--- src/fetch_macros.svh ---
`ifndef FETCH_MACROS_SVH
`define FETCH_MACROS_SVH

// First fetch address and base of the ROM window
`define FETCH_RESET_VECTOR 32'h2000

// ROM window size in words
`define FETCH_ROM_WORDS 32

// Cycles from an accepted execute command to its response
`define FETCH_MEM_LATENCY 3

// Flush length, also used for the clear after reset
`define FETCH_FLUSH_CYCLES 4

// addi x0, x0, 0
`define FETCH_INSTR_NOP 32'h0000_0013

`endif

--- src/rom_image.hex ---
// One 32-bit instruction word per line, from the reset vector upward
00000093
00100113
00200193
00300213
00400293
00500313
00600393
00700413
00800493
00900513
00A00593
00B00613
00C00693
00D00713
00E00793
00F00813
01000893
01100913
01200993
01300A13
01400A93
01500B13
01600B93
01700C13
01800C93
01900D13
01A00D93
01B00E13
01C00E93
01D00F13
01E00F93
01F00093
--- src/fetch_pkg.sv ---
package fetch_pkg;

    // Address and instruction word
    typedef logic [31:0] word_t;

    // Commands from fetch to the instruction cache
    typedef enum logic [3:0] {
        cache_cmd_none      = 4'd0,
        cache_cmd_execute   = 4'd1,
        cache_cmd_flush_all = 4'd2
    } cache_cmd_t;

    // Responses from the instruction cache
    typedef enum logic [3:0] {
        cache_resp_idle         = 4'd0,
        cache_resp_wait         = 4'd1,
        cache_resp_done         = 4'd2,
        cache_resp_access_fault = 4'd3,
        cache_resp_misaligned   = 4'd4,
        // Only reachable with an MMU
        cache_resp_page_fault   = 4'd5
    } cache_resp_t;

    // Low bits of mcause
    typedef logic [3:0] exc_code_t;

    localparam exc_code_t exc_misaligned_fetch = 4'd0;
    localparam exc_code_t exc_access_fault     = 4'd1;
    localparam exc_code_t exc_timer_interrupt  = 4'd7;
    localparam exc_code_t exc_external_interrupt = 4'd11;
    localparam exc_code_t exc_page_fault       = 4'd12;

endpackage

--- src/instr_mem_port.sv ---
`include "fetch_macros.svh"

module instr_mem_port (
    input  logic                   clk,
    input  logic                   reseted,
    input  fetch_pkg::cache_cmd_t  c_cmd,
    input  fetch_pkg::word_t       c_address,
    output fetch_pkg::cache_resp_t c_response,
    output fetch_pkg::word_t       c_load_data,
    output logic                   c_reset_done
);

    localparam int unsigned rom_idx_w = $clog2(`FETCH_ROM_WORDS);

    typedef enum logic [2:0] {
        mem_clearing,
        mem_idle,
        mem_busy_fetch,
        mem_busy_flush,
        mem_respond
    } mem_state_t;

    mem_state_t             state;
    logic [3:0]             count;
    fetch_pkg::word_t       addr_q;
    fetch_pkg::word_t       cmd_offset;
    fetch_pkg::word_t       fetch_offset;
    logic [rom_idx_w-1:0]   rom_index;
    logic                   accept;
    logic                   in_window;

    fetch_pkg::word_t rom [0:`FETCH_ROM_WORDS-1];

    initial begin
        $readmemh("/design/src/rom_image.hex", rom);
    end

    // Commands are only taken once the previous one has answered
    assign accept = (state == mem_idle) || (state == mem_respond);

    // Unsigned wrap also rejects addresses below the window
    assign cmd_offset   = c_address - `FETCH_RESET_VECTOR;
    assign in_window    = cmd_offset < fetch_pkg::word_t'(`FETCH_ROM_WORDS * 4);
    assign fetch_offset = addr_q - `FETCH_RESET_VECTOR;
    assign rom_index    = fetch_offset[rom_idx_w+1:2];

    always_ff @(posedge clk) begin
        if (reseted) begin
            state        <= mem_clearing;
            count        <= 4'(`FETCH_FLUSH_CYCLES - 1);
            c_response   <= fetch_pkg::cache_resp_idle;
            c_reset_done <= 1'b0;
        end else begin
            case (state)
                mem_clearing: begin
                    if (count == 4'd0) begin
                        c_reset_done <= 1'b1;
                        state        <= mem_idle;
                    end else begin
                        count <= count - 4'd1;
                    end
                end
                mem_busy_fetch, mem_busy_flush: begin
                    if (count == 4'd0) begin
                        c_response <= fetch_pkg::cache_resp_done;
                        state      <= mem_respond;
                    end else begin
                        count <= count - 4'd1;
                    end
                end
                default: begin
                    if (c_cmd == fetch_pkg::cache_cmd_execute) begin
                        if (c_address[1:0] != 2'b00) begin
                            c_response <= fetch_pkg::cache_resp_misaligned;
                            state      <= mem_respond;
                        end else if (!in_window) begin
                            c_response <= fetch_pkg::cache_resp_access_fault;
                            state      <= mem_respond;
                        end else begin
                            c_response <= fetch_pkg::cache_resp_wait;
                            count      <= 4'(`FETCH_MEM_LATENCY - 2);
                            state      <= mem_busy_fetch;
                        end
                    end else if (c_cmd == fetch_pkg::cache_cmd_flush_all) begin
                        c_response <= fetch_pkg::cache_resp_wait;
                        count      <= 4'(`FETCH_FLUSH_CYCLES - 1);
                        state      <= mem_busy_flush;
                    end else begin
                        c_response <= fetch_pkg::cache_resp_idle;
                        state      <= mem_idle;
                    end
                end
            endcase
        end
    end

    // Address held for the whole wait, word read on its last cycle
    always_ff @(posedge clk) begin
        if (accept && c_cmd == fetch_pkg::cache_cmd_execute) begin
            addr_q <= c_address;
        end
        if (state == mem_busy_fetch && count == 4'd0) begin
            c_load_data <= rom[rom_index];
        end
    end

endmodule

--- src/fetch_stage.sv ---
`include "fetch_macros.svh"

module fetch_stage (
    input  logic                   clk,
    input  logic                   reseted,
    input  fetch_pkg::word_t       mtvec,
    input  fetch_pkg::cache_resp_t c_response,
    input  logic                   c_reset_done,
    input  fetch_pkg::word_t       c_load_data,
    input  logic                   irq_timer,
    input  logic                   irq_exti,
    input  logic                   e2f_ready,
    input  logic                   e2f_exc_start,
    input  logic                   e2f_flush,
    input  logic                   e2f_branchtaken,
    input  fetch_pkg::word_t       e2f_branchtarget,
    output fetch_pkg::cache_cmd_t  c_cmd,
    output fetch_pkg::word_t       c_address,
    output fetch_pkg::word_t       f2e_instr,
    output fetch_pkg::word_t       f2e_pc,
    output logic                   f2e_exc_start,
    output fetch_pkg::exc_code_t   f2e_cause,
    output logic                   f2e_cause_interrupt
);

    typedef enum logic [1:0] {
        st_reset_pending,
        st_running,
        st_flushing,
        st_after_flush
    } fetch_state_t;

    fetch_state_t     state;
    fetch_state_t     state_next;
    fetch_pkg::word_t pc;
    fetch_pkg::word_t next_pc;
    fetch_pkg::word_t saved_instr;

    logic cache_done;
    logic cache_wait;
    logic cache_idle;
    logic cache_error;
    logic issue;

    assign cache_done  = (c_response == fetch_pkg::cache_resp_done);
    assign cache_wait  = (c_response == fetch_pkg::cache_resp_wait);
    assign cache_idle  = (c_response == fetch_pkg::cache_resp_idle);
    assign cache_error = (c_response == fetch_pkg::cache_resp_access_fault) ||
                         (c_response == fetch_pkg::cache_resp_misaligned) ||
                         (c_response == fetch_pkg::cache_resp_page_fault);

    // A new fetch may start
    assign issue = (state == st_reset_pending) || cache_error ||
                   (e2f_ready && (cache_done || cache_idle));

    always_comb begin
        f2e_instr     = `FETCH_INSTR_NOP;
        next_pc       = pc;
        c_cmd         = fetch_pkg::cache_cmd_none;
        f2e_exc_start = 1'b0;
        state_next    = state;
        if (c_reset_done) begin
            // Fresh word, or replay of the word held under back-pressure
            if (cache_done && state != st_flushing) begin
                f2e_instr = c_load_data;
            end else if (cache_idle && state == st_running) begin
                f2e_instr = saved_instr;
            end

            if (state == st_flushing) begin
                if (cache_done) begin
                    state_next = st_after_flush;
                end else begin
                    c_cmd = fetch_pkg::cache_cmd_flush_all;
                end
            end else if (cache_wait) begin
                // Keep asking for the held pc
                c_cmd = fetch_pkg::cache_cmd_execute;
            end else if (issue) begin
                c_cmd      = fetch_pkg::cache_cmd_execute;
                state_next = st_running;
                if (state == st_reset_pending) begin
                    next_pc = `FETCH_RESET_VECTOR;
                end else if (irq_exti || irq_timer) begin
                    f2e_exc_start = 1'b1;
                    next_pc       = mtvec;
                end else if (e2f_branchtaken) begin
                    next_pc = e2f_branchtarget;
                end else if (e2f_ready && e2f_flush) begin
                    // pc stays put, resume at pc + 4 after the flush
                    c_cmd      = fetch_pkg::cache_cmd_flush_all;
                    state_next = st_flushing;
                end else if (e2f_ready && e2f_exc_start) begin
                    next_pc = mtvec;
                end else if (cache_error) begin
                    f2e_exc_start = 1'b1;
                    next_pc       = mtvec;
                end else begin
                    next_pc = pc + 32'd4;
                end
            end
        end
    end

    assign c_address = next_pc;
    assign f2e_pc    = pc;

    // Cause code, interrupts first as in the redirect order, then fetch faults
    always_comb begin
        f2e_cause           = fetch_pkg::exc_code_t'(0);
        f2e_cause_interrupt = 1'b0;
        if (!e2f_exc_start) begin
            if (irq_exti) begin
                f2e_cause           = fetch_pkg::exc_external_interrupt;
                f2e_cause_interrupt = 1'b1;
            end else if (irq_timer) begin
                f2e_cause           = fetch_pkg::exc_timer_interrupt;
                f2e_cause_interrupt = 1'b1;
            end else if (c_response == fetch_pkg::cache_resp_misaligned) begin
                f2e_cause = fetch_pkg::exc_misaligned_fetch;
            end else if (c_response == fetch_pkg::cache_resp_access_fault) begin
                f2e_cause = fetch_pkg::exc_access_fault;
            end else if (c_response == fetch_pkg::cache_resp_page_fault) begin
                f2e_cause = fetch_pkg::exc_page_fault;
            end
        end
    end

    always_ff @(posedge clk) begin
        if (reseted) begin
            state <= st_reset_pending;
            pc    <= `FETCH_RESET_VECTOR;
        end else begin
            state <= state_next;
            pc    <= next_pc;
        end
    end

    // Last presented word, replayed while execute stalls
    always_ff @(posedge clk) begin
        saved_instr <= f2e_instr;
    end

endmodule

--- src/fetch_top.sv ---
module fetch_top (
    input  logic                 clk,
    input  logic                 reseted,
    input  fetch_pkg::word_t     mtvec,
    input  logic                 irq_timer,
    input  logic                 irq_exti,
    input  logic                 e2f_ready,
    input  logic                 e2f_exc_start,
    input  logic                 e2f_flush,
    input  logic                 e2f_branchtaken,
    input  fetch_pkg::word_t     e2f_branchtarget,
    output fetch_pkg::word_t     f2e_instr,
    output fetch_pkg::word_t     f2e_pc,
    output logic                 f2e_exc_start,
    output fetch_pkg::exc_code_t f2e_cause,
    output logic                 f2e_cause_interrupt
);

    // Cache port between fetch and memory
    fetch_pkg::cache_cmd_t  c_cmd;
    fetch_pkg::word_t       c_address;
    fetch_pkg::cache_resp_t c_response;
    fetch_pkg::word_t       c_load_data;
    logic                   c_reset_done;

    fetch_stage u_fetch (
        .clk                 (clk),
        .reseted             (reseted),
        .mtvec               (mtvec),
        .c_response          (c_response),
        .c_reset_done        (c_reset_done),
        .c_load_data         (c_load_data),
        .irq_timer           (irq_timer),
        .irq_exti            (irq_exti),
        .e2f_ready           (e2f_ready),
        .e2f_exc_start       (e2f_exc_start),
        .e2f_flush           (e2f_flush),
        .e2f_branchtaken     (e2f_branchtaken),
        .e2f_branchtarget    (e2f_branchtarget),
        .c_cmd               (c_cmd),
        .c_address           (c_address),
        .f2e_instr           (f2e_instr),
        .f2e_pc              (f2e_pc),
        .f2e_exc_start       (f2e_exc_start),
        .f2e_cause           (f2e_cause),
        .f2e_cause_interrupt (f2e_cause_interrupt)
    );

    instr_mem_port u_mem (
        .clk          (clk),
        .reseted      (reseted),
        .c_cmd        (c_cmd),
        .c_address    (c_address),
        .c_response   (c_response),
        .c_load_data  (c_load_data),
        .c_reset_done (c_reset_done)
    );

endmodule

--- config.mk ---
export PLATFORM = sky130hd
export DESIGN_NAME = fetch_top
export DESIGN_NICKNAME = d
export VERILOG_FILES = /design/src/fetch_pkg.sv /design/src/instr_mem_port.sv /design/src/fetch_stage.sv /design/src/fetch_top.sv
export VERILOG_INCLUDE_DIRS = /design/src /design/src/src
export SDC_FILE = /design/constraint.sdc
export NUM_CORES = 1
export LEC_CHECK = 0
export BUFFER_PORTS_ARGS = -buffer_cell sky130_fd_sc_hd__buf_2
export CAP_MARGIN = 20
export CORE_MARGIN = 2
export CORE_UTILIZATION = 32
export CTS_CLUSTER_DIAMETER = 200
export DETAILED_ROUTE_END_ITERATION = 8
export SLEW_MARGIN = 20
export SYNTH_ARGS = -nofsm -noshare
export SYNTH_HDL_FRONTEND = slang
export SYNTH_HIERARCHICAL = 1
export SYNTH_SLANG_ARGS = --single-unit
--- constraint.sdc ---
create_clock -name clk -period 4.1 [get_ports clk]
set_clock_uncertainty 0.1 [all_clocks]
set_input_delay 0 -clock clk [delete_from_list [all_inputs] [get_ports clk]]
set_output_delay 0 -clock clk [all_outputs]
set_load 0.02 [all_outputs]
# Word-level counts from Yosys, hierarchy flattened
# Index checks and enable logic that the tools add are counted.
# op_classes
bitwise	1
reduce_logical	26
muxes	68
addsub	3
n_lt_le_gt_ge	1
n_eq_ne	19
# op_table
op	count
$mux W32	13
$mux W4	22
$add A32 B3 Y32 const B	1
$lt A32 B8 Y1 const B	1
$sub A32 B14 Y32 const B	1
$mux W2	12
$mux W3	5
$mux W1	14
$eq A4 B2 Y1 const B	3
$eq A4 B1 Y1 const B	2
$eq A4 B3 Y1 const B	2
$logic_not A4 Y1	2
$pmux W4 S2	1
$reduce_and A4 Y1	2
$eq A3 B2 Y1 const B	2
$logic_and A1 B1 Y1	6
$logic_or A1 B1 Y1	6
$ne A2 B1 Y1 const B	3
$ne A2 B2 Y1 const B	3
$pmux W3 S2	1
$reduce_and A2 Y1	3
$reduce_bool A2 Y1	2
$sub A4 B1 Y4 const B	1
$logic_not A3 Y1	1
other kinds (9)	9
# totals
wordCells	126
regBits	110

# Logic depth before layout (Yosys ltp)
# logic_depth
word_depth	19
ltp_mapped	16
depth_no_buf	13

# Hierarchy
# Netlist, hierarchy kept.
# modules_own_cells
mod	seq_area_each_um2	cells_each	n_inst	area_each_um2
fetch_stage	1321.3	652	1	4774.6
instr_mem_port	220.2	154	1	1134.8

# Worst setup path after synthesis
# OpenSTA, ideal clock, no wires.
# synth_timing
path_type	reg2reg
from	reg u_fetch.pc[8] (netlist: u_fetch/f2e_pc[8])
to	reg u_mem.count[1]
stages_incl_launch_ff	13
path_buffers	1
period_less_slack_ns	3.825
arrival_time_ns	3.609
path_slack_ns	0.275
t_required_ns	3.884
path_cell_list	dfxtp_1 buf_2 nand3_2 or3_1 o21ai_0 a21oi_1 a2111oi_1 nor2_1 or4_4 o41ai_2 a22oi_1 or4_4 a31o_1
# synth_via
elab_chain_cells	15
# synth_rtl
item	line_no	text
start: declaration	fetch_stage.sv:35	fetch_pkg::word_t pc;
start signal: assignment	fetch_stage.sv:132	pc <= `FETCH_RESET_VECTOR;
start signal: assignment	fetch_stage.sv:135	pc <= next_pc;
$add A32 B3 Y32	fetch_stage.sv:99	next_pc = pc + 32'd4;
$mux W32	fetch_stage.sv:95	end else if (cache_error) begin
$mux W32	fetch_stage.sv:93	end else if (e2f_ready && e2f_exc_start) begin
$mux W32	fetch_stage.sv:89	end else if (e2f_ready && e2f_flush) begin
$mux W32	fetch_stage.sv:87	end else if (e2f_branchtaken) begin
$mux W32	fetch_stage.sv:84	end else if (irq_exti || irq_timer) begin
$mux W32	fetch_stage.sv:82	if (state == st_reset_pending) begin
$mux W32	fetch_stage.sv:79	end else if (issue) begin
$mux W32	fetch_stage.sv:76	end else if (cache_wait) begin
$mux W32	fetch_stage.sv:70	if (state == st_flushing) begin
$mux W32	fetch_stage.sv:62	if (c_reset_done) begin
net c_address[17]	fetch_top.sv:21	fetch_pkg::word_t c_address;
$sub A32 B14 Y32 (no line)	n/a	
$lt A32 B8 Y1	instr_mem_port.sv:43	assign in_window = cmd_offset < fetch_pkg::word_t'(`FETCH_ROM_WORDS * 4);
$ne A3 B2 Y1 (no line)	n/a	
$reduce_and A4 Y1 (no line)	n/a	
end signal: assignment	instr_mem_port.sv:50	count <= 4'(`FETCH_FLUSH_CYCLES - 1);
end signal: assignment	instr_mem_port.sv:60	count <= count - 4'd1;
end signal: assignment	instr_mem_port.sv:68	count <= count - 4'd1;
end: declaration	instr_mem_port.sv:24	logic [3:0] count;
# The timed path passes the listed nets, and every way through them passes these cells.
# A chain may end at the register's enable or synchronous reset.

# Worst setup path in the final report
# layout_timing
from	reg u_mem.c_response[1]
to	reg u_mem.count[1]
# layout_via
elab_chain_cells	17
word_cells_on_any_way	38
cone_classes	add/sub (1); order compare (1); eq/ne (9); mux (17); reduce/logical (10)
# layout_rtl
item	line_no	text
start: declaration	instr_mem_port.sv:8	output fetch_pkg::cache_resp_t c_response,
start signal: assignment	instr_mem_port.sv:51	c_response <= fetch_pkg::cache_resp_idle;
start signal: assignment	instr_mem_port.sv:65	c_response <= fetch_pkg::cache_resp_done;
start signal: assignment	instr_mem_port.sv:74	c_response <= fetch_pkg::cache_resp_misaligned;
$eq A4 B2 Y1 or $eq A4 B3 Y1 (tied branches)	fetch_stage.sv:48, fetch_stage.sv:49	
$logic_or A1 B1 Y1	fetch_stage.sv:48	assign cache_error = (c_response == fetch_pkg::cache_resp_access_fault) ||
$logic_or A1 B1 Y1	fetch_stage.sv:49	(c_response == fetch_pkg::cache_resp_misaligned) ||
$mux W32	fetch_stage.sv:95	
$mux W32	fetch_stage.sv:93	
$mux W32	fetch_stage.sv:89	
$mux W32	fetch_stage.sv:87	
$mux W32	fetch_stage.sv:84	
[... 2 more ...]	n/a	
$mux W32 (*)	fetch_stage.sv:76	
$mux W32 (*)	fetch_stage.sv:70	
$mux W32 (*)	fetch_stage.sv:62	
net c_address[18]	fetch_top.sv:21	
$sub A32 B14 Y32 (no line) (*)	n/a	
$lt A32 B8 Y1 (*)	instr_mem_port.sv:43	
$ne A3 B2 Y1 (no line) (*)	n/a	
$reduce_and A4 Y1 (no line) (*)	n/a	
# Mark *: on every way through the listed nets, which the timed path passes. The rest lies on a longest branch.

==> impl_metrics.env <==
export IMPL_drt_wl_total_um=22600
export IMPL_synth_top_cell_area_share_pct=26.1
export IMPL_max_freq_mhz=253
export IMPL_initial_core_util_pct=32.8
export IMPL_root_buffer="clkbuf_16"
export IMPL_ios=142
export IMPL_wl_per_cell_um=18.7
export IMPL_finalPower_mw=2.13
export IMPL_yosys_area_top_type="dfxtp_1"
export IMPL_p_switching_uw=732
export IMPL_gp_congestion=0.939
export IMPL_end_kind="flip-flop"
export IMPL_startpoint="u_mem/c_response[1]"
export IMPL_synth_seq_cells=77
export IMPL_cp_slowest_stage_delay_ps=580
export IMPL_grt_pass1_vias=6349
export IMPL_drc=0
export IMPL_crit_fanout=8
export IMPL_pwr_share_clk_pct=37.4
export IMPL_p_sw_share_pct=34.4
export IMPL_grt_pass1_wl_um=35200
export IMPL_power_frac_comb_pct=25.0
export IMPL_period_share_pct=96.4
export IMPL_insertion_delay_ps=350
export IMPL_critPathRequiredTime_ps=4240
export IMPL_synthCells=806
export IMPL_r2r_slack_ps=150
export IMPL_row_count=49
export IMPL_nNetsFinal=1046
export IMPL_seq_power_share_pct=37.6
export IMPL_detail_route_first_pass_iterations=5
export IMPL_numCtsBuffers=9
export IMPL_fin_hold_ws_ps=17.6
export IMPL_die_x_um=140
export IMPL_path_clk_slew_ps=60
export IMPL_portBuffers=141
export IMPL_max_cap_violations=0
export IMPL_yosys_cell_count_top_type="nor2_1"
export IMPL_cts_tree="yes"
export IMPL_num_antenna_cells=0
export IMPL_die_area_um2=19600
export IMPL_grt_overflow=0
export IMPL_areaGrowthSynthToFinish_pct=26.1
export IMPL_antenna_found_initial=0
export IMPL_hold_viol_final=0
export IMPL_synth_edf_count=0
export IMPL_coreArea_um2=18000
export IMPL_r2r_cells=11
export IMPL_arrival_ps=4090
export IMPL_htreeDepth=3
export IMPL_grt_use_total_pct=22.6
export IMPL_clk_path_buf_depth=2
export IMPL_powerDensity_nw_per_um2=286
export IMPL_p_leak_nw=3.17
export IMPL_slew_headroom_pct=30.7
export IMPL_r2r_end="u_mem/count[1]"
export IMPL_slew_violations=0
export IMPL_synth_area_per_cell_um2=7.33
export IMPL_post_cts_buffers=0
export IMPL_dp_hpwl_um=16700
export IMPL_hp_class="input port to flip-flop"
export IMPL_synth_common_cells="88 x nor2_1, 81 x nand2_1, 77 x dfxtp_1, 64 x a21oi_1, 44 x o21ai_0"
export IMPL_yosys_warnings=6
export IMPL_setup_worst_path_end="u_mem/count[1]"
export IMPL_crit_chain="buf_4, nand4bb_1, nand4_1, a311o_1, o211ai_1, o21ai_0, or4_4, o41ai_2, a22oi_1, or4_4, a31o_1"
export IMPL_finalSetupViolCount=0
export IMPL_routed_via_count=6861
export IMPL_cpMaxStageDelayCell="or4_4"
export IMPL_finalCriticalPeriod_ps=3950
export IMPL_clock_sinks=77
export IMPL_worstMarginPinSlew_ps=1040
export IMPL_ir_drop_uv=216
export IMPL_path_common_cell="or4_4"
export IMPL_grt_start_max_net_pins=51
export IMPL_crit_path_start_kind="flip-flop"
export IMPL_syn_area_um2=5910
export IMPL_p_int_mw=1.40
export IMPL_ys_seq_area_share_pct=26.1
export IMPL_fill_cells=1891
export IMPL_synthArstFlopShare_pct=0
export IMPL_status="finished clean"
export IMPL_via_per_inst=5.69
export IMPL_yosysUniqueCellTypes=91
export IMPL_synth_flop_cell="dfxtp_1"
export IMPL_layout_drive_gt1_share_pct=27.3
export IMPL_die_height_um=140
export IMPL_path_class="flip-flop to flip-flop"
export IMPL_synthTopCellsByArea="dfxtp_1 26%, nor2_1 5.6%, a21oi_1 5.4%"
export IMPL_ant_nets=0
export IMPL_r2r_start="u_mem/c_response[1]"
export IMPL_drtIter0Drc=665
==> routing by layer <==
metal | global-route usage [%] | part of all wire (%) | routed length, um
met5 | 0 | 0 | 0
met4 | 7.00 | 2.1 | 474
met3 | 5.68 | 9.4 | 2120
met2 | 34.5 | 44 | 9860
met1 | 31.5 | 45 | 10100
==> state kept, by name, indices dropped and copies added, names as in the netlist, named ones only <==
register / cells
u_mem/state: 3
u_mem/c_reset_done: 1
u_fetch/state: 1
u_mem/c_response: 3
u_fetch/saved_instr: 32
u_mem/count: 4
u_fetch/f2e_pc: 32
==> final cells by class <==
class,count,area [um2],share of cell area [%]
clock buffer,9,225,3.02
sequential,77,1550,20.8
multi-input combinational,652,3940,52.9
clock inverter,7,66.3,0.890
timing repair buffer,216,1330,17.8
inverter,15,56.3,0.756
tap,229,287,3.85
==> power by group through the flow <==
stage | registers, mW | clock network, mW | logic (mW)
after floorplan | 0.811 | 0 | 0.347
after global placement | 0.817 | 0 | 0.510
after detailed placement | 0.817 | 0 | 0.513
after CTS | 0.799 | 0.823 | 0.526
after global routing | 0.805 | 0.848 | 0.585
final | 0.800 | 0.796 | 0.533
==> worst max-delay path, delay by kind of cell (launching register included) <==
kind / cells / cell delay, ps
AOI/OAI and AO/OA: 6 / 1490
buffers and inverters: 1 / 190
DFF: 1 / 370
and+or+nand+nor: 4 / 1710
==> worst min path at each step <==
stage                        from                  to  slack [ps]  cells after the start
floorplan           e2f_exc_start        f2e_cause[0]         -20                      1
global placement         irq_exti        f2e_cause[2]         220                      3
detailed placement       irq_exti        f2e_cause[2]         220                      3
CTS                     mtvec[27]  u_fetch/f2e_pc[27]           1                      3
global route            mtvec[28]  u_fetch/f2e_pc[28]          40                      3
finish                  mtvec[27]  u_fetch/f2e_pc[27]          20                      3
==> placed cells by master, fill, tap and decap left out, types with 5 or more instances in the layout <==
| master | n |
|---|---|
| and3_1 | 13 |
| or4_1 | 5 |
| nand3_1 | 30 |
| nor2_1 | 87 |
| nand4_1 | 20 |
| a22oi_1 | 34 |
| nor4_1 | 12 |
| conb_1 | 35 |
| clkbuf_16 | 9 |
| or3_1 | 8 |
| buf_2 | 141 |
| a211oi_1 | 9 |
| nor2b_1 | 19 |
| a21oi_1 | 63 |
| a21o_1 | 5 |
| dfxtp_2 | 5 |
| nand2_1 | 81 |
| o21ai_0 | 44 |
| inv_1 | 15 |
| o31ai_1 | 5 |
| a31oi_1 | 6 |
| and2_1 | 5 |
| dlygate4sd3_1 | 18 |
| mux2i_1 | 7 |
| nor3_1 | 28 |
| o211ai_1 | 9 |
| o22ai_1 | 7 |
| dfxtp_1 | 72 |
| buf_4 | 56 |
==> through the flow <==
stage,std cells,setup slack [ps],setup TNS [ps],instance area (um2),utilization [%]
floorplan,839,275,0,6030,-
global placement,1171,27.5,0,6930,38.4
detailed placement,1171,51.4,0,6930,38.4
CTS,1205,14.1,0,7400,41.0
global route,1205,-0.166,-0.166,7450,41.3
finish,1205,146,0,7450,41.3
==> timing repair <==
action,CTS,global route
hold buffers,18,0
endpoints found under the hold margin,14,0
endpoints found under the setup margin,0,7
gates resized for setup,0,14
==> cell families (layout without fill, tap and decap cells) <==
family	after synthesis	count (layout)	share of synthesized area, %
and+or+nand+nor	355	355	31.7
AOI/OAI and AO/OA	246	246	29.2
buffers and inverters	110	247	10.1
DFF	77	77	26.1
muxes	9	9	1.57
xor gates and xnor gates	4	4	0.593
adders and majority gates	3	3	0.635
other	2	35	0.127
Note: power is estimated with default switching activity, not from simulation.
